**config.mk**
```make
export PLATFORM = sky130hd
export DESIGN_NAME = axi_wr_demux
export DESIGN_NICKNAME = d
export VERILOG_FILES = /design/src/common/demux_chan_pkg.sv /design/src/common/demux_route_pkg.sv /design/src/hw/aw_route/aw_admit.sv /design/src/hw/aw_route/id_track_table.sv /design/src/hw/axi_wr_demux.sv /design/src/hw/b_arbiter.sv /design/src/hw/w_steer.sv
export VERILOG_INCLUDE_DIRS = /design/src /design/src/common
export SDC_FILE = /design/constraint.sdc
export NUM_CORES = 1
export LEC_CHECK = 0
export BUFFER_PORTS_ARGS = -buffer_cell sky130_fd_sc_hd__buf_2
export CORE_AREA = 8 8 181 183
export DETAILED_ROUTE_END_ITERATION = 6
export DIE_AREA = 0 0 189 191
export PLACE_DENSITY = 0.62
export SLEW_MARGIN = 25
export SYNTH_ARGS = -nofsm -noshare
export SYNTH_HDL_FRONTEND = slang
export SYNTH_SLANG_ARGS = --single-unit
export TNS_END_PERCENT = 5
```
**constraint.sdc**
```tcl
create_clock -name clk_i -period 9.2 [get_ports clk_i]
set_clock_uncertainty 0.2 [all_clocks]
set_input_delay 1.84 -clock clk_i [delete_from_list [all_inputs] [get_ports clk_i]]
set_output_delay 1.84 -clock clk_i [all_outputs]
set_load 0.01 [all_outputs]
```
**src/common/axi_demux_config.svh**
```systemverilog
// write-path build settings; NUM_MST must be a power of two and at least 2, LOOK_BITS <= ID_W
`ifndef AXI_DEMUX_CONFIG_SVH
`define AXI_DEMUX_CONFIG_SVH

// number of master ports behind the demux
`define NUM_MST 4

// AXI field widths
`define ID_W 4
`define ADDR_W 32
`define DATA_W 32

// low ID bits that index the tracking table, IDs sharing them alias
`define LOOK_BITS 3

// writes allowed in flight at once, also the W select FIFO depth
`define MAX_TRANS 8

`endif

```
**src/common/demux_chan_pkg.sv**
```systemverilog
// AXI write-channel payloads and bundles; no user, lock, cache, prot, qos or atop fields
`include "axi_demux_config.svh"

package demux_chan_pkg;

    // write address, only the fields the demux carries
    typedef struct packed {
        logic [`ID_W-1:0]   id;
        logic [`ADDR_W-1:0] addr;
        logic [7:0]         len;
        logic [2:0]         size;
    } aw_chan_t;

    // write data beat
    typedef struct packed {
        logic [`DATA_W-1:0]   data;
        logic [`DATA_W/8-1:0] strb;
        logic                 last;
    } w_chan_t;

    // write response
    typedef struct packed {
        logic [`ID_W-1:0] id;
        logic [1:0]       resp;
    } b_chan_t;

    // manager to subordinate direction
    typedef struct packed {
        logic     aw_valid;
        aw_chan_t aw;
        logic     w_valid;
        w_chan_t  w;
        logic     b_ready;
    } wr_req_t;

    // subordinate to manager direction
    typedef struct packed {
        logic    aw_ready;
        logic    w_ready;
        logic    b_valid;
        b_chan_t b;
    } wr_resp_t;

endpackage

```
**src/common/demux_route_pkg.sv**
```systemverilog
// routing types for the write demux; sel_t width follows NUM_MST, cnt_t must hold MAX_TRANS
`include "axi_demux_config.svh"

package demux_route_pkg;

    // index of a master port
    typedef logic [$clog2(`NUM_MST)-1:0] sel_t;

    // tracking table slot, the low ID bits
    typedef logic [`LOOK_BITS-1:0] look_idx_t;

    // outstanding write count, 0 up to MAX_TRANS
    typedef logic [$clog2(`MAX_TRANS+1)-1:0] cnt_t;

    // AW admission FSM, one-hot
    typedef enum logic [1:0] {
        ADM_IDLE = 2'b01,
        ADM_FWD  = 2'b10
    } adm_state_e;

    // W steering FSM, one-hot
    typedef enum logic [1:0] {
        WST_IDLE  = 2'b01,
        WST_BURST = 2'b10
    } wst_state_e;

endpackage

```
**src/hw/aw_route/aw_admit.sv**
```systemverilog
// AW admission, write path only with no atomics; slv_aw_sel_i must hold stable with aw_valid
`timescale 1ns/1ps
`include "axi_demux_config.svh"

module aw_admit (
    input  logic                              clk_i,
    input  logic                              rst_ni,
    // slave AW
    input  logic                              slv_aw_valid_i,
    input  demux_chan_pkg::aw_chan_t          slv_aw_i,
    input  demux_route_pkg::sel_t             slv_aw_sel_i,
    output logic                              slv_aw_ready_o,
    // table lookup
    output demux_route_pkg::look_idx_t        lookup_slot_o,
    input  logic                              slot_taken_i,
    input  demux_route_pkg::sel_t             slot_sel_i,
    input  logic                              trans_full_i,
    // push towards table and W steering
    output logic                              push_o,
    output demux_route_pkg::sel_t             push_sel_o,
    output demux_route_pkg::look_idx_t        push_slot_o,
    // master AW
    output logic [`NUM_MST-1:0]               mst_aw_valid_o,
    output demux_chan_pkg::aw_chan_t          mst_aw_o,
    input  logic [`NUM_MST-1:0]               mst_aw_ready_i
);

    demux_route_pkg::adm_state_e state_q, state_d;
    demux_route_pkg::sel_t       sel_q, sel_d;
    demux_route_pkg::look_idx_t  slot_q, slot_d;
    logic                        admit_ok;
    logic                        aw_hs;

    assign lookup_slot_o = slv_aw_i.id[`LOOK_BITS-1:0];

    // same slot may only stay on the master it already uses
    assign admit_ok = slv_aw_valid_i && !trans_full_i &&
                      (!slot_taken_i || (slot_sel_i == slv_aw_sel_i));

    assign aw_hs = (state_q == demux_route_pkg::ADM_FWD) &&
                   slv_aw_valid_i && mst_aw_ready_i[sel_q];

    always_comb begin
        state_d = state_q;
        sel_d   = sel_q;
        slot_d  = slot_q;
        case (state_q)
            demux_route_pkg::ADM_IDLE: begin
                if (admit_ok) begin
                    state_d = demux_route_pkg::ADM_FWD;
                    sel_d   = slv_aw_sel_i;
                    slot_d  = lookup_slot_o;
                end
            end
            demux_route_pkg::ADM_FWD: begin
                // master back-pressure keeps us here
                if (aw_hs) begin
                    state_d = demux_route_pkg::ADM_IDLE;
                end
            end
            default: state_d = demux_route_pkg::ADM_IDLE;
        endcase
    end

    always_ff @(posedge clk_i or negedge rst_ni) begin
        if (!rst_ni) begin
            state_q <= demux_route_pkg::ADM_IDLE;
            sel_q   <= '0;
            slot_q  <= '0;
        end else begin
            state_q <= state_d;
            sel_q   <= sel_d;
            slot_q  <= slot_d;
        end
    end

    // forward only to the latched master
    always_comb begin
        mst_aw_valid_o = '0;
        slv_aw_ready_o = 1'b0;
        if (state_q == demux_route_pkg::ADM_FWD) begin
            mst_aw_valid_o[sel_q] = slv_aw_valid_i;
            slv_aw_ready_o        = mst_aw_ready_i[sel_q];
        end
    end

    assign mst_aw_o    = slv_aw_i;
    assign push_o      = aw_hs;
    assign push_sel_o  = sel_q;
    assign push_slot_o = slot_q;

endmodule

```
**src/hw/aw_route/id_track_table.sv**
```systemverilog
// outstanding write tracking per ID slot; IDs alias by LOOK_BITS low bits, total capped by MAX_TRANS
`timescale 1ns/1ps
`include "axi_demux_config.svh"

module id_track_table (
    input  logic                       clk_i,
    input  logic                       rst_ni,
    // lookup for admission
    input  demux_route_pkg::look_idx_t lookup_slot_i,
    output logic                       slot_taken_o,
    output demux_route_pkg::sel_t      slot_sel_o,
    output logic                       trans_full_o,
    // new write admitted
    input  logic                       push_i,
    input  demux_route_pkg::look_idx_t push_slot_i,
    input  demux_route_pkg::sel_t      push_sel_i,
    // B accepted on the slave port
    input  logic                       retire_i,
    input  demux_route_pkg::look_idx_t retire_slot_i
);

    localparam int NUM_SLOTS = 2 ** `LOOK_BITS;

    demux_route_pkg::cnt_t cnt_q [NUM_SLOTS];
    demux_route_pkg::sel_t sel_q [NUM_SLOTS];
    demux_route_pkg::cnt_t total_q;

    for (genvar i = 0; i < NUM_SLOTS; i++) begin : g_slot
        logic inc;
        logic dec;

        assign inc = push_i && (push_slot_i == demux_route_pkg::look_idx_t'(i));
        assign dec = retire_i && (retire_slot_i == demux_route_pkg::look_idx_t'(i));

        always_ff @(posedge clk_i or negedge rst_ni) begin
            if (!rst_ni) begin
                cnt_q[i] <= '0;
            end else if (inc && !dec) begin
                cnt_q[i] <= cnt_q[i] + 1'b1;
            end else if (dec && !inc) begin
                cnt_q[i] <= cnt_q[i] - 1'b1;
            end
        end

        // target only matters while the count is nonzero
        always_ff @(posedge clk_i) begin
            if (inc) begin
                sel_q[i] <= push_sel_i;
            end
        end
    end

    // push and retire in one cycle cancel out
    always_ff @(posedge clk_i or negedge rst_ni) begin
        if (!rst_ni) begin
            total_q <= '0;
        end else if (push_i && !retire_i) begin
            total_q <= total_q + 1'b1;
        end else if (retire_i && !push_i) begin
            total_q <= total_q - 1'b1;
        end
    end

    assign slot_taken_o = (cnt_q[lookup_slot_i] != '0);
    assign slot_sel_o   = sel_q[lookup_slot_i];
    assign trans_full_o = (total_q == demux_route_pkg::cnt_t'(`MAX_TRANS));

endmodule

```
**src/hw/axi_wr_demux.sv**
```systemverilog
// AXI write demux top, one slave port to NUM_MST masters; AW select arrives with aw_valid
`timescale 1ns/1ps
`include "axi_demux_config.svh"

module axi_wr_demux (
    input  logic                                    clk_i,
    input  logic                                    rst_ni,
    // slave port
    input  demux_chan_pkg::wr_req_t                 slv_req_i,
    input  demux_route_pkg::sel_t                   slv_aw_sel_i,
    output demux_chan_pkg::wr_resp_t                slv_resp_o,
    // master ports
    output demux_chan_pkg::wr_req_t [`NUM_MST-1:0]  mst_req_o,
    input  demux_chan_pkg::wr_resp_t [`NUM_MST-1:0] mst_resp_i
);

    logic [`NUM_MST-1:0]                    mst_aw_valid, mst_aw_ready;
    logic [`NUM_MST-1:0]                    mst_w_valid, mst_w_ready;
    logic [`NUM_MST-1:0]                    mst_b_valid, mst_b_ready;
    demux_chan_pkg::aw_chan_t               mst_aw;
    demux_chan_pkg::w_chan_t                mst_w;
    demux_chan_pkg::b_chan_t [`NUM_MST-1:0] mst_b;
    demux_chan_pkg::b_chan_t                slv_b;
    logic                                   slv_aw_ready, slv_w_ready, slv_b_valid;
    demux_route_pkg::look_idx_t             lookup_slot, push_slot, retire_slot;
    demux_route_pkg::sel_t                  slot_sel, push_sel;
    logic                                   slot_taken, trans_full, push, retire;

    aw_admit u_aw_admit (
        .clk_i, .rst_ni,
        .slv_aw_valid_i (slv_req_i.aw_valid), .slv_aw_i (slv_req_i.aw),
        .slv_aw_sel_i, .slv_aw_ready_o (slv_aw_ready),
        .lookup_slot_o (lookup_slot), .slot_taken_i (slot_taken),
        .slot_sel_i (slot_sel), .trans_full_i (trans_full),
        .push_o (push), .push_sel_o (push_sel), .push_slot_o (push_slot),
        .mst_aw_valid_o (mst_aw_valid), .mst_aw_o (mst_aw), .mst_aw_ready_i (mst_aw_ready)
    );

    id_track_table u_id_track_table (
        .clk_i, .rst_ni,
        .lookup_slot_i (lookup_slot), .slot_taken_o (slot_taken),
        .slot_sel_o (slot_sel), .trans_full_o (trans_full),
        .push_i (push), .push_slot_i (push_slot), .push_sel_i (push_sel),
        .retire_i (retire), .retire_slot_i (retire_slot)
    );

    w_steer u_w_steer (
        .clk_i, .rst_ni,
        .push_i (push), .push_sel_i (push_sel),
        .slv_w_valid_i (slv_req_i.w_valid), .slv_w_i (slv_req_i.w), .slv_w_ready_o (slv_w_ready),
        .mst_w_valid_o (mst_w_valid), .mst_w_o (mst_w), .mst_w_ready_i (mst_w_ready)
    );

    b_arbiter u_b_arbiter (
        .clk_i, .rst_ni,
        .mst_b_valid_i (mst_b_valid), .mst_b_i (mst_b), .mst_b_ready_o (mst_b_ready),
        .slv_b_valid_o (slv_b_valid), .slv_b_o (slv_b), .slv_b_ready_i (slv_req_i.b_ready),
        .retire_o (retire), .retire_slot_o (retire_slot)
    );

    // pack per-channel signals back into bundles
    always_comb begin
        for (int i = 0; i < `NUM_MST; i++) begin
            mst_aw_ready[i]     = mst_resp_i[i].aw_ready;
            mst_w_ready[i]      = mst_resp_i[i].w_ready;
            mst_b_valid[i]      = mst_resp_i[i].b_valid;
            mst_b[i]            = mst_resp_i[i].b;
            mst_req_o[i].aw_valid = mst_aw_valid[i];
            mst_req_o[i].aw       = mst_aw;
            mst_req_o[i].w_valid  = mst_w_valid[i];
            mst_req_o[i].w        = mst_w;
            mst_req_o[i].b_ready  = mst_b_ready[i];
        end
        slv_resp_o.aw_ready = slv_aw_ready;
        slv_resp_o.w_ready  = slv_w_ready;
        slv_resp_o.b_valid  = slv_b_valid;
        slv_resp_o.b        = slv_b;
    end

endmodule

```
**src/hw/b_arbiter.sv**
```systemverilog
// round-robin B merge with one grant per cycle; wrap-around relies on NUM_MST being a power of two
`timescale 1ns/1ps
`include "axi_demux_config.svh"

module b_arbiter (
    input  logic                                         clk_i,
    input  logic                                         rst_ni,
    // master B
    input  logic [`NUM_MST-1:0]                          mst_b_valid_i,
    input  demux_chan_pkg::b_chan_t [`NUM_MST-1:0]       mst_b_i,
    output logic [`NUM_MST-1:0]                          mst_b_ready_o,
    // slave B
    output logic                                         slv_b_valid_o,
    output demux_chan_pkg::b_chan_t                      slv_b_o,
    input  logic                                         slv_b_ready_i,
    // retire towards the table
    output logic                                         retire_o,
    output demux_route_pkg::look_idx_t                   retire_slot_o
);

    demux_route_pkg::sel_t ptr_q;
    demux_route_pkg::sel_t gnt_idx;
    demux_route_pkg::sel_t cand;
    logic                  found;

    // first valid master at or after the pointer
    always_comb begin
        gnt_idx = ptr_q;
        found   = 1'b0;
        cand    = ptr_q;
        for (int k = 0; k < `NUM_MST; k++) begin
            cand = ptr_q + demux_route_pkg::sel_t'(k);
            if (!found && mst_b_valid_i[cand]) begin
                gnt_idx = cand;
                found   = 1'b1;
            end
        end
    end

    assign slv_b_valid_o = found;
    assign slv_b_o       = mst_b_i[gnt_idx];

    always_comb begin
        mst_b_ready_o          = '0;
        mst_b_ready_o[gnt_idx] = found && slv_b_ready_i;
    end

    assign retire_o      = found && slv_b_ready_i;
    assign retire_slot_o = slv_b_o.id[`LOOK_BITS-1:0];

    // pointer moves past the master just served
    always_ff @(posedge clk_i or negedge rst_ni) begin
        if (!rst_ni) begin
            ptr_q <= '0;
        end else if (retire_o) begin
            ptr_q <= gnt_idx + 1'b1;
        end
    end

endmodule

```
**src/hw/w_steer.sv**
```systemverilog
// W burst steering in AW order; a W burst must not start before its AW is pushed
`timescale 1ns/1ps
`include "axi_demux_config.svh"

module w_steer (
    input  logic                     clk_i,
    input  logic                     rst_ni,
    // admitted AW select
    input  logic                     push_i,
    input  demux_route_pkg::sel_t    push_sel_i,
    // slave W
    input  logic                     slv_w_valid_i,
    input  demux_chan_pkg::w_chan_t  slv_w_i,
    output logic                     slv_w_ready_o,
    // master W
    output logic [`NUM_MST-1:0]      mst_w_valid_o,
    output demux_chan_pkg::w_chan_t  mst_w_o,
    input  logic [`NUM_MST-1:0]      mst_w_ready_i
);

    localparam int PTR_W = $clog2(`MAX_TRANS);

    demux_route_pkg::sel_t      fifo_q [`MAX_TRANS];
    logic [PTR_W-1:0]           wr_ptr_q, rd_ptr_q;
    demux_route_pkg::cnt_t      count_q;
    logic                       pop;
    demux_route_pkg::wst_state_e state_q;
    demux_route_pkg::sel_t      cur_sel_q;
    logic                       last_hs;

    // table limit keeps the FIFO from overflowing
    always_ff @(posedge clk_i) begin
        if (push_i) begin
            fifo_q[wr_ptr_q] <= push_sel_i;
        end
    end

    assign pop = (state_q == demux_route_pkg::WST_IDLE) && (count_q != '0) && slv_w_valid_i;

    assign last_hs = (state_q == demux_route_pkg::WST_BURST) && slv_w_valid_i &&
                     slv_w_i.last && mst_w_ready_i[cur_sel_q];

    always_ff @(posedge clk_i or negedge rst_ni) begin
        if (!rst_ni) begin
            wr_ptr_q <= '0;
            rd_ptr_q <= '0;
            count_q  <= '0;
        end else begin
            if (push_i) begin
                wr_ptr_q <= (wr_ptr_q == PTR_W'(`MAX_TRANS - 1)) ? '0 : wr_ptr_q + 1'b1;
            end
            if (pop) begin
                rd_ptr_q <= (rd_ptr_q == PTR_W'(`MAX_TRANS - 1)) ? '0 : rd_ptr_q + 1'b1;
            end
            if (push_i && !pop) begin
                count_q <= count_q + 1'b1;
            end else if (pop && !push_i) begin
                count_q <= count_q - 1'b1;
            end
        end
    end

    always_ff @(posedge clk_i or negedge rst_ni) begin
        if (!rst_ni) begin
            state_q   <= demux_route_pkg::WST_IDLE;
            cur_sel_q <= '0;
        end else if (pop) begin
            state_q   <= demux_route_pkg::WST_BURST;
            cur_sel_q <= fifo_q[rd_ptr_q];
        end else if (last_hs) begin
            state_q   <= demux_route_pkg::WST_IDLE;
        end
    end

    // whole burst goes to the popped master
    always_comb begin
        mst_w_valid_o = '0;
        slv_w_ready_o = 1'b0;
        if (state_q == demux_route_pkg::WST_BURST) begin
            mst_w_valid_o[cur_sel_q] = slv_w_valid_i;
            slv_w_ready_o            = mst_w_ready_i[cur_sel_q];
        end
    end

    assign mst_w_o = slv_w_i;

endmodule

```
# Word level (Yosys, flattened, before mapping)
# Memory sizes are Yosys's and may differ from the RTL's. A register that Yosys moved wholly into a read port is not among the register bits.
# Index checks and enable logic that the tools add are counted.
dict set report classes {
  n_reduce_logical 102
  n_mux 100
  n_lt_le_gt_ge 11
  n_eq_ne 24
  n_addsub 26
  n_bitwise 4
}
# operator count
set op_table {}
lappend op_table {{$mux W4} 24}
lappend op_table {{$logic_and A1 B1 Y1} 52}
lappend op_table {{$add A4 B1 Y4 const B} 10}
lappend op_table {{$mux W1} 40}
lappend op_table {{$sub A4 B1 Y4 const B} 10}
lappend op_table {{$eq A3 B3 Y1 const B} 10}
lappend op_table {{$mux W2} 14}
lappend op_table {{$mux W3} 9}
lappend op_table {{$logic_not A1 Y1} 25}
lappend op_table {{$reduce_bool A2 Y1} 11}
lappend op_table {{$lt A2 B3 Y1 const B} 7}
lappend op_table {{$reduce_or A2 Y1} 7}
lappend op_table {{$and A4 B4 Y4} 3}
lappend op_table {{$bmux W1 S2} 6}
lappend op_table {{$bmux W4 S3} 1}
lappend op_table {{$bmux W6 S2} 1}
lappend op_table {{$eq A3 B2 Y1 const B} 4}
lappend op_table {{$reduce_bool A4 Y1} 2}
lappend op_table {{$add A3 B1 Y3 const B} 2}
lappend op_table {{$demux W1 S2} 3}
lappend op_table {{$eq A3 B1 Y1 const B} 2}
lappend op_table {{$ge A2 B1 Y1 const B} 3}
lappend op_table {{$logic_not A3 Y1} 2}
lappend op_table {{$mux W6} 1}
lappend op_table {{12 further kinds} 18}
dict set report totals {
  regBits 57
  in_bits 127
  elab_cells 286
  mem_count 2
  ram_bits 32
}
# name depth width read_ports rd_ports_with_merged_regs write_ports line
set mem_list {}
lappend mem_list {u_id_track_table.sel_q 8 2 1 0 1 id_track_table.sv:25} ;# demux_route_pkg::sel_t sel_q [NUM_SLOTS];
lappend mem_list {u_w_steer.fifo_q 8 2 1 1 1 w_steer.sv:23} ;# demux_route_pkg::sel_t fifo_q [`MAX_TRANS];

# Longest topological paths before layout
# Gate-level depths: netlist of run 1.
dict set report logic_depth {
  depth_word 19
  ltp_mapped 15
  depth_no_buf 14
}

# Modules after synthesis
# A second synthesis of run 1 with hierarchy kept.
dict set report unflattened {
  hier_cells 854
  hier_area_um2 8301.7
}
# module area_per_inst_um2 seq_area_each_um2 cells_per_inst n_inst
set by_module_without_submodules {}
lappend by_module_without_submodules {id_track_table 3294.4 1381.3 302 1}
lappend by_module_without_submodules {axi_wr_demux 1914.3 0.0 255 1}
lappend by_module_without_submodules {w_steer 1744.2 832.0 142 1}
lappend by_module_without_submodules {aw_admit 893.4 176.4 102 1}
lappend by_module_without_submodules {b_arbiter 455.4 50.0 53 1}

# Worst setup path before layout of run 1
# Ideal clock, no wire load.
dict set report synth_timing {
  path_type {input to output}
  start {in mst_resp_i[6] (netlist name)}
  end {out mst_req_o[261] (netlist name)}
  t_required_ns 7.160
  slack_ns 4.120
  path_buffers 1
  arrival_ns 3.040
  path_stages 7
  path_cell_list {nor2b_1 a2bb2oi_2 o221ai_4 buf_6 clkinv_1 ha_1 and3_1}
}
# item line
set synth_lines {}
lappend synth_lines {{start: declaration} axi_wr_demux.sv:14} ;# input demux_chan_pkg::wr_resp_t [`NUM_MST-1:0] mst_resp_i
lappend synth_lines {{end: declaration} axi_wr_demux.sv:13} ;# output demux_chan_pkg::wr_req_t [`NUM_MST-1:0] mst_req_o,

==> impl_metrics.json, run 1 <==
{
  "cts_made_buffers": 9,
  "rsz0062_at_grt": "false",
  "ys_seq_area_share_pct": 31.4,
  "hold_path.class": "reg2reg",
  "fin_util_pct": 21.3,
  "yosysTopAreaCell": "buf_4",
  "p_leak_nw": 2.58,
  "yosysWarnings": 0,
  "gp_congestion": 0.720,
  "cts_tree": "built",
  "drc": 0,
  "fin_area_mm2": 0.00640,
  "total_power_mw": 1.60,
  "fin_ws_ps": 3510,
  "arrival_ps": 3650,
  "nNetsFinal": 689,
  "hold_viol_final": 0,
  "cp-end-kind": "output pin",
  "ir_drop_uv": 115,
  "grt.overflow.total": 0,
  "place_inst": 899,
  "r2r_start": "u_aw_admit.push_sel_o[0]$_DFFE_PN0P_",
  "max_slew_margin_pct": 43.2,
  "clk_pin_slew_ps": 60,
  "placementRows": 64,
  "synth_area_leaders": "buf_4 (33%), dfrtp_1 (18%), edfxtp_1 (12%)",
  "holdBufCountCts": 0,
  "num_antenna_cells": 0,
  "io_buffer_count": 83,
  "cap_viol_max_count": 0,
  "worst_r2r_endpoint": "u_id_track_table.cnt_q[7]$_DFFE_PN0P_",
  "status": "completed",
  "critPathLaunch": "mst_resp_i[6]",
  "synth_top_cell_area_share_pct": 32.7,
  "dp_hpwl_um": 13400,
  "slew_viol_final": 0,
  "hold_slack_ps": 265,
  "clock-root-buffer": "clkbuf_16",
  "worstMarginPinSlew_ps": 840,
  "fmax_mhz": 176,
  "via_count": 3809,
  "drive_gt1_share_pct": 26.8,
  "dp_slack_ps": 3500,
  "avgSynthCellArea_um2": 10.2,
  "viasPerCell": 4.16,
  "drt-total-wl_um": 16800,
  "yosysMostFrequentCell": "buf_4",
  "fin_crit_sh_pct": 61.9,
  "clk_latency_ps": 340,
  "ys.flop_type": "dfrtp_1",
  "ios": 484,
  "grt_start_max_net_pins": 60,
  "postCtsSetupRepairBufs": 0,
  "syn_nets": 940,
  "finalNonFillerCells": 915,
  "synth_edf_count": 32,
  "drtIter0Drc": 131,
  "p_per_area_mw_per_mm2": 250,
  "dieArea_mm2": 0.0361,
  "finalSetupViolations": 0,
  "worstPathMaxFanout": 15,
  "synth_common_cells": "buf_4 (339), dfrtp_1 (57), ha_1 (38)",
  "die_h_um": 191,
  "cp-start-kind": "input port",
  "cts_resized": 0,
  "r2r_setup_slack_ps": 4870,
  "cts.sinks": 91,
  "cp_data_required_time_ps": 7160,
  "endpoint": "mst_req_o[261]",
  "wl_per_cell_um": 18.3,
  "coreArea_mm2": 0.0300,
  "reg2reg_depth": 14,
  "ys_seq_elements": 91,
  "die-width_um": 189,
  "drtAntennaViolNets": 0,
  "placed_area_mm2": 0.00611,
  "async_flop_share_pct": 64.8,
  "grtUsageTotal_pct": 8.94,
  "syn_area_mm2": 0.00777,
  "cts.path.max_buffers": 2,
  "worstSetupPathType": "in2out",
  "grt_pass1_wl_um": 25000,
  "initial_utilization_pct": 25.9,
  "synth.distinct_cells": 54,
  "syn_to_final_growth_pct": -17.7,
  "setup_tns_ps": 0,
  "synthCells": 765,
  "min_period_ps": 5690,
  "grt_pass1_vias": 4111,
  "firstDrtPassIters": 4,
  "grt_antenna_before_repair": 0,
  "h-tree-depth": 3
}
## layer usage
metal	vias to the layer above	global-route usage, %	wire length, um	part of all wire (%)
li1	1727	-	-	-
met1	1702	8.44	5460	33
met2	363	15.4	8510	51
met3	15	6.48	2620	16
met4	2	1.89	140	0.83
met5	-	1.51	52	0.31
## flip-flops by register name (all words and copies together), names as in the netlist
signal and flops:
u_w_steer.count_q 4, u_w_steer.wr_ptr_q 3, u_aw_admit.push_sel_o 2, u_id_track_table.total_q 4, u_w_steer.rd_ptr_q 3, u_w_steer.fifo_q 16, u_w_steer.cur_sel_q 2, u_aw_admit.push_slot_o 3
u_w_steer.state_q 2, u_b_arbiter.ptr_q 2, u_id_track_table.cnt_q 32, u_aw_admit.state_q 2, u_id_track_table.sel_q 16
## where the power goes
group	internal [mW]	leakage [nW]	switching, mW
clock	0.192	0.135	0.161
sequential	0.552	1.01	0.149
combinational	0.295	1.44	0.252
total	1.04	2.58	0.562
## cell families (layout without fill, tap and decap cells)
logic type | count (synthesis) | in the layout | share of synthesized area [%]
xor+xnor | 42 | 42 | 4.73
mux | 40 | 40 | 7.45
flops | 91 | 91 | 31.4
fa+ha+maj | 48 | 48 | 8.69
buf+inv | 366 | 120 | 34.2
compound gates | 58 | 58 | 4.94
simple gates | 120 | 120 | 8.63
## cell type report
type                       count  area [um2]
sequential                    91        2440
clock inverter                 6        46.3
clock buffer                  10         239
fill                        3235       23600
timing repair buffer          84         423
multi-input combinational    308        2680
tap                          396         495
inverter                      20        75.1
## placed cells by master, fill, tap and decap left out, types with 3 or more instances in the layout
master     count
nor3b_1        4
and3_1         5
buf_2         83
nor2_1        19
mux2_1         5
or4b_1         7
edfxtp_1      32
fa_1          10
nand2_1       34
xor2_1        10
nor4b_1        5
and2_1         3
or4_1          5
mux4_2        10
nand3_1        3
nand4b_1       4
o21ai_0       15
a21o_1        11
clkbuf_16      9
a21oi_1       14
inv_1         19
nor3_1        12
dfrtp_1       57
mux2i_1        9
a31oi_1        3
a211oi_1       3
and2_2         3
mux2_2        12
ha_1          38
xnor2_1       32
## worst min path at each step
stage / from / end / slack [ps] / depth (start not counted)
3_5_place_dp: u_id_track_table.cnt_q[23]$_DFFE_PN0P_ / u_id_track_table.cnt_q[23]$_DFFE_PN0P_ / 250 / 1
3_3_place_gp: u_id_track_table.cnt_q[7]$_DFFE_PN0P_ / u_id_track_table.cnt_q[7]$_DFFE_PN0P_ / 250 / 1
5_1_grt: u_id_track_table.cnt_q[11]$_DFFE_PN0P_ / u_id_track_table.cnt_q[11]$_DFFE_PN0P_ / 280 / 1
4_1_cts: u_id_track_table.total_q[3]$_DFFE_PN0P_ / u_id_track_table.total_q[3]$_DFFE_PN0P_ / 270 / 1
2_1_floorplan: u_id_track_table.total_q[3]$_DFFE_PN0P_ / u_id_track_table.total_q[3]$_DFFE_PN0P_ / 230 / 1
6_report: u_id_track_table.cnt_q[11]$_DFFE_PN0P_ / u_id_track_table.cnt_q[11]$_DFFE_PN0P_ / 260 / 1
## worst max-delay path, stage by stage
cell,delay (ps)
buf_2,120
nor2b_1,60
a2bb2oi_2,140
o221ai_4,490
clkinv_1,410
ha_1,300
and3_1,160
buf_2,130
No activity file was read; power rests on OpenSTA's default activity.
==> run 2, diff against run 1 <==
--- a/config.mk
+++ b/config.mk
@@ -6,11 +6,12 @@
 export SDC_FILE = /design/constraint.sdc
 export NUM_CORES = 1
 export LEC_CHECK = 0
+export ABC_AREA = 1
 export BUFFER_PORTS_ARGS = -buffer_cell sky130_fd_sc_hd__buf_2
 export CORE_AREA = 8 8 181 183
 export DETAILED_ROUTE_END_ITERATION = 6
 export DIE_AREA = 0 0 189 191
-export PLACE_DENSITY = 0.62
+export PLACE_DENSITY = 0.64
 export SLEW_MARGIN = 25
 export SYNTH_ARGS = -nofsm -noshare
 export SYNTH_HDL_FRONTEND = slang
==> constraint.sdc (replaced) <==
create_clock -name clk_i -period 5.5 [get_ports clk_i]
set_clock_uncertainty 0.2 [all_clocks]
set_input_delay 1.1 -clock clk_i [delete_from_list [all_inputs] [get_ports clk_i]]
set_output_delay 1.1 -clock clk_i [all_outputs]
set_load 0.01 [all_outputs]
==> run 2 against run 1 <==
Utilization increased by 1.6 points. Critical path depth increased by 4. Combinational power increased to 3.9 times the previous value. Area after synthesis increased by 6.8%. Clock-buffer cell count unchanged. Non-clock buffer count increased by 1. Largest cell class unchanged. Highest routed layer unchanged.
==> impl_metrics.json, run 2 <==
{
  "status": "completed",
  "dp_hpwl_um": 11900,
  "async_flop_share_pct": 64.8,
  "largest_register_ffs": 32,
  "hold_slack_ps": 266,
  "fin_ws_ps": 1280,
  "synth_edf_count": 32,
  "drc": 0,
  "slew_viol_final": 0,
  "yosysTopAreaCell": "buf_4",
  "cp-start-kind": "flip-flop",
  "max_slew_margin_pct": 45.0,
  "ys.flop_type": "dfrtp_1",
  "cts.path.max_buffers": 2,
  "viasPerCell": 4.29,
  "rsz0062_at_grt": "false",
  "holdBufCountCts": 0,
  "cts.sinks": 91,
  "place_inst": 1137,
  "clk_pin_slew_ps": 60,
  "worstPathMaxFanout": 18,
  "die_h_um": 191,
  "io_buffer_count": 83,
  "via_count": 4943,
  "ios": 484,
  "finalSetupViolations": 0,
  "worstSetupPathType": "reg2out",
  "cts_resized": 0,
  "nNetsFinal": 927,
  "p_leak_nw": 3.06,
  "top_regs": "u_id_track_table.cnt_q (32), u_id_track_table.sel_q (16), u_w_steer.fifo_q (16)",
  "drtIter0Drc": 250,
  "fmax_mhz": 237,
  "regMostFlops": "u_id_track_table.cnt_q",
  "cts_made_buffers": 9,
  "avgSynthCellArea_um2": 8.24,
  "fin_area_mm2": 0.00686,
  "cp_data_required_time_ps": 4200,
  "drive_gt1_share_pct": 17.7,
  "cp_slowest_cell": "dfrtp_1",
  "postCtsSetupRepairBufs": 0,
  "ys_seq_elements": 91,
  "most-common-layout-cells": "nand2_1 (160), nor2_1 (89), buf_2 (83)",
  "syn_area_mm2": 0.00830,
  "final_common_cell": "nand2_1",
  "crit_chain": "inv_2, nand2_1, nand2_2, o21ai_2, nand3_4, nand2_8, nand2_8, inv_1, ha_1, inv_1, nor2_1, buf_2",
  "yosysMostFrequentCell": "buf_4",
  "min_period_ps": 4220,
  "p_per_area_mw_per_mm2": 573,
  "fin_crit_sh_pct": 76.7,
  "ir_drop_uv": 368,
  "grt_pass1_vias": 4980,
  "coreArea_mm2": 0.0300,
  "grt_start_max_net_pins": 34,
  "ys_seq_area_share_pct": 29.4,
  "yosysWarnings": 0,
  "max_stage_delay_ps": 670,
  "finalNonFillerCells": 1153,
  "h-tree-depth": 3,
  "clk_latency_ps": 340,
  "grt_pass1_wl_um": 25200,
  "drt-total-wl_um": 15400,
  "firstDrtPassIters": 4,
  "syn_to_final_growth_pct": -17.3,
  "dieArea_mm2": 0.0361,
  "die-width_um": 189,
  "drtAntennaViolNets": 0,
  "initial_utilization_pct": 27.6,
  "syn_nets": 1182,
  "hold_viol_final": 0,
  "worstMarginPinSlew_ps": 825,
  "clock-root-buffer": "clkbuf_16",
  "num_antenna_cells": 0,
  "grtUsageTotal_pct": 8.45,
  "synth.distinct_cells": 44,
  "dp_slack_ps": 1100,
  "cp-end-kind": "output pin",
  "setup_tns_ps": 0,
  "synth_top_cell_area_share_pct": 30.8,
  "cts_tree": "built",
  "grt.overflow.total": 0,
  "gp_congestion": 0.806,
  "arrival_ps": 2920,
  "synth_common_cells": "buf_4 (341), nand2_1 (160), nor2_1 (89)",
  "cap_viol_max_count": 0,
  "hold_path.class": "reg2reg",
  "synth_area_leaders": "buf_4 (31%), dfrtp_1 (17%), edfxtp_1 (12%)",
  "synthCells": 1007,
  "grt_antenna_before_repair": 0,
  "placed_area_mm2": 0.00660,
  "wl_per_cell_um": 13.4,
  "placementRows": 64
}
## run 2: changes by cell type after synthesis, sizes merged, moves of 10 or more
cell / change
o21ai: +18
nand2: +139
inv: +41
nor2: +72
mux2i: -11
mux2: -10
nand3: +43
mux4: -10
## run 2: area by class of cell
| class | count | area [um2] |
|---|---|---|
| Tap cell | 396 | 495 |
| Fill cell | 3262 | 23200 |
| Timing Repair Buffer | 85 | 430 |
| Clock buffer | 10 | 229 |
| Clock inverter | 6 | 33.8 |
| Inverter | 60 | 228 |
| Multi-Input combinational cell | 505 | 3010 |
| Sequential cell | 91 | 2440 |
## run 2: power breakdown
part           leakage (nW)  switching, mW  internal (mW)
registers             0.993          0.301          0.968
clock network         0.127          0.255          0.303
logic                  1.94           1.25          0.859
total                  3.06           1.80           2.13
## run 2: metrics by stage
step | util (%) | total power, mW
after global routing | 22.9 | 4.37
after CTS | 22.9 | 3.98
final | 22.9 | 3.93
after global placement | 22.0 | 3.36
after detailed placement | 22.0 | 3.40
after floorplan | - | 3.16
## run 2: cells by family after synthesis
kind of cell               count (synthesis)  share of synthesized area [%]
AOI/OAI and AO/OA                         74                           5.25
xor gates and xnor gates                  32                           3.38
adders and majority gates                 48                           8.14
buffers and inverters                    411                           34.4
DFF                                       91                           29.4
muxes                                      9                           1.19
and+or+nand+nor                          342                           18.3
## run 2: worst max-delay path: cells and delay by family, from the launching register on
family          cells  cell delay, ps
simple gates        6             720
flops               1             670
buf+inv             4             670
compound gates      1             300
fa+ha+maj           1             210
## run 2: per-layer routing
layer  global-route usage, %  part of all wire (%)  vias up
met5                   0.686                  0.23        -
met4                    4.42                   4.5        2
met3                    4.63                    12       96
met2                    12.7                    44      260
met1                    9.47                    40     2224
li1                        -                     -     2361
## run 2: final timing paths
path	start	to	slack, ps	depth (start not counted)
min in group asynchronous	rst_ni	u_w_steer.rd_ptr_q[0]$_DFFE_PN0P_	660	1
max in group asynchronous	rst_ni	u_id_track_table.total_q[0]$_DFFE_PN0P_	3550	2
worst min-delay path	u_id_track_table.cnt_q[23]$_DFFE_PN0P_	u_id_track_table.cnt_q[23]$_DFFE_PN0P_	270	1
worst min register to register	u_id_track_table.cnt_q[23]$_DFFE_PN0P_	u_id_track_table.cnt_q[23]$_DFFE_PN0P_	270	1
worst max register to register	u_b_arbiter.ptr_q[0]$_DFFE_PN0P_	u_id_track_table.cnt_q[7]$_DFFE_PN0P_	1390	20
worst max-delay path	u_b_arbiter.ptr_q[0]$_DFFE_PN0P_	mst_req_o[261]	1280	12
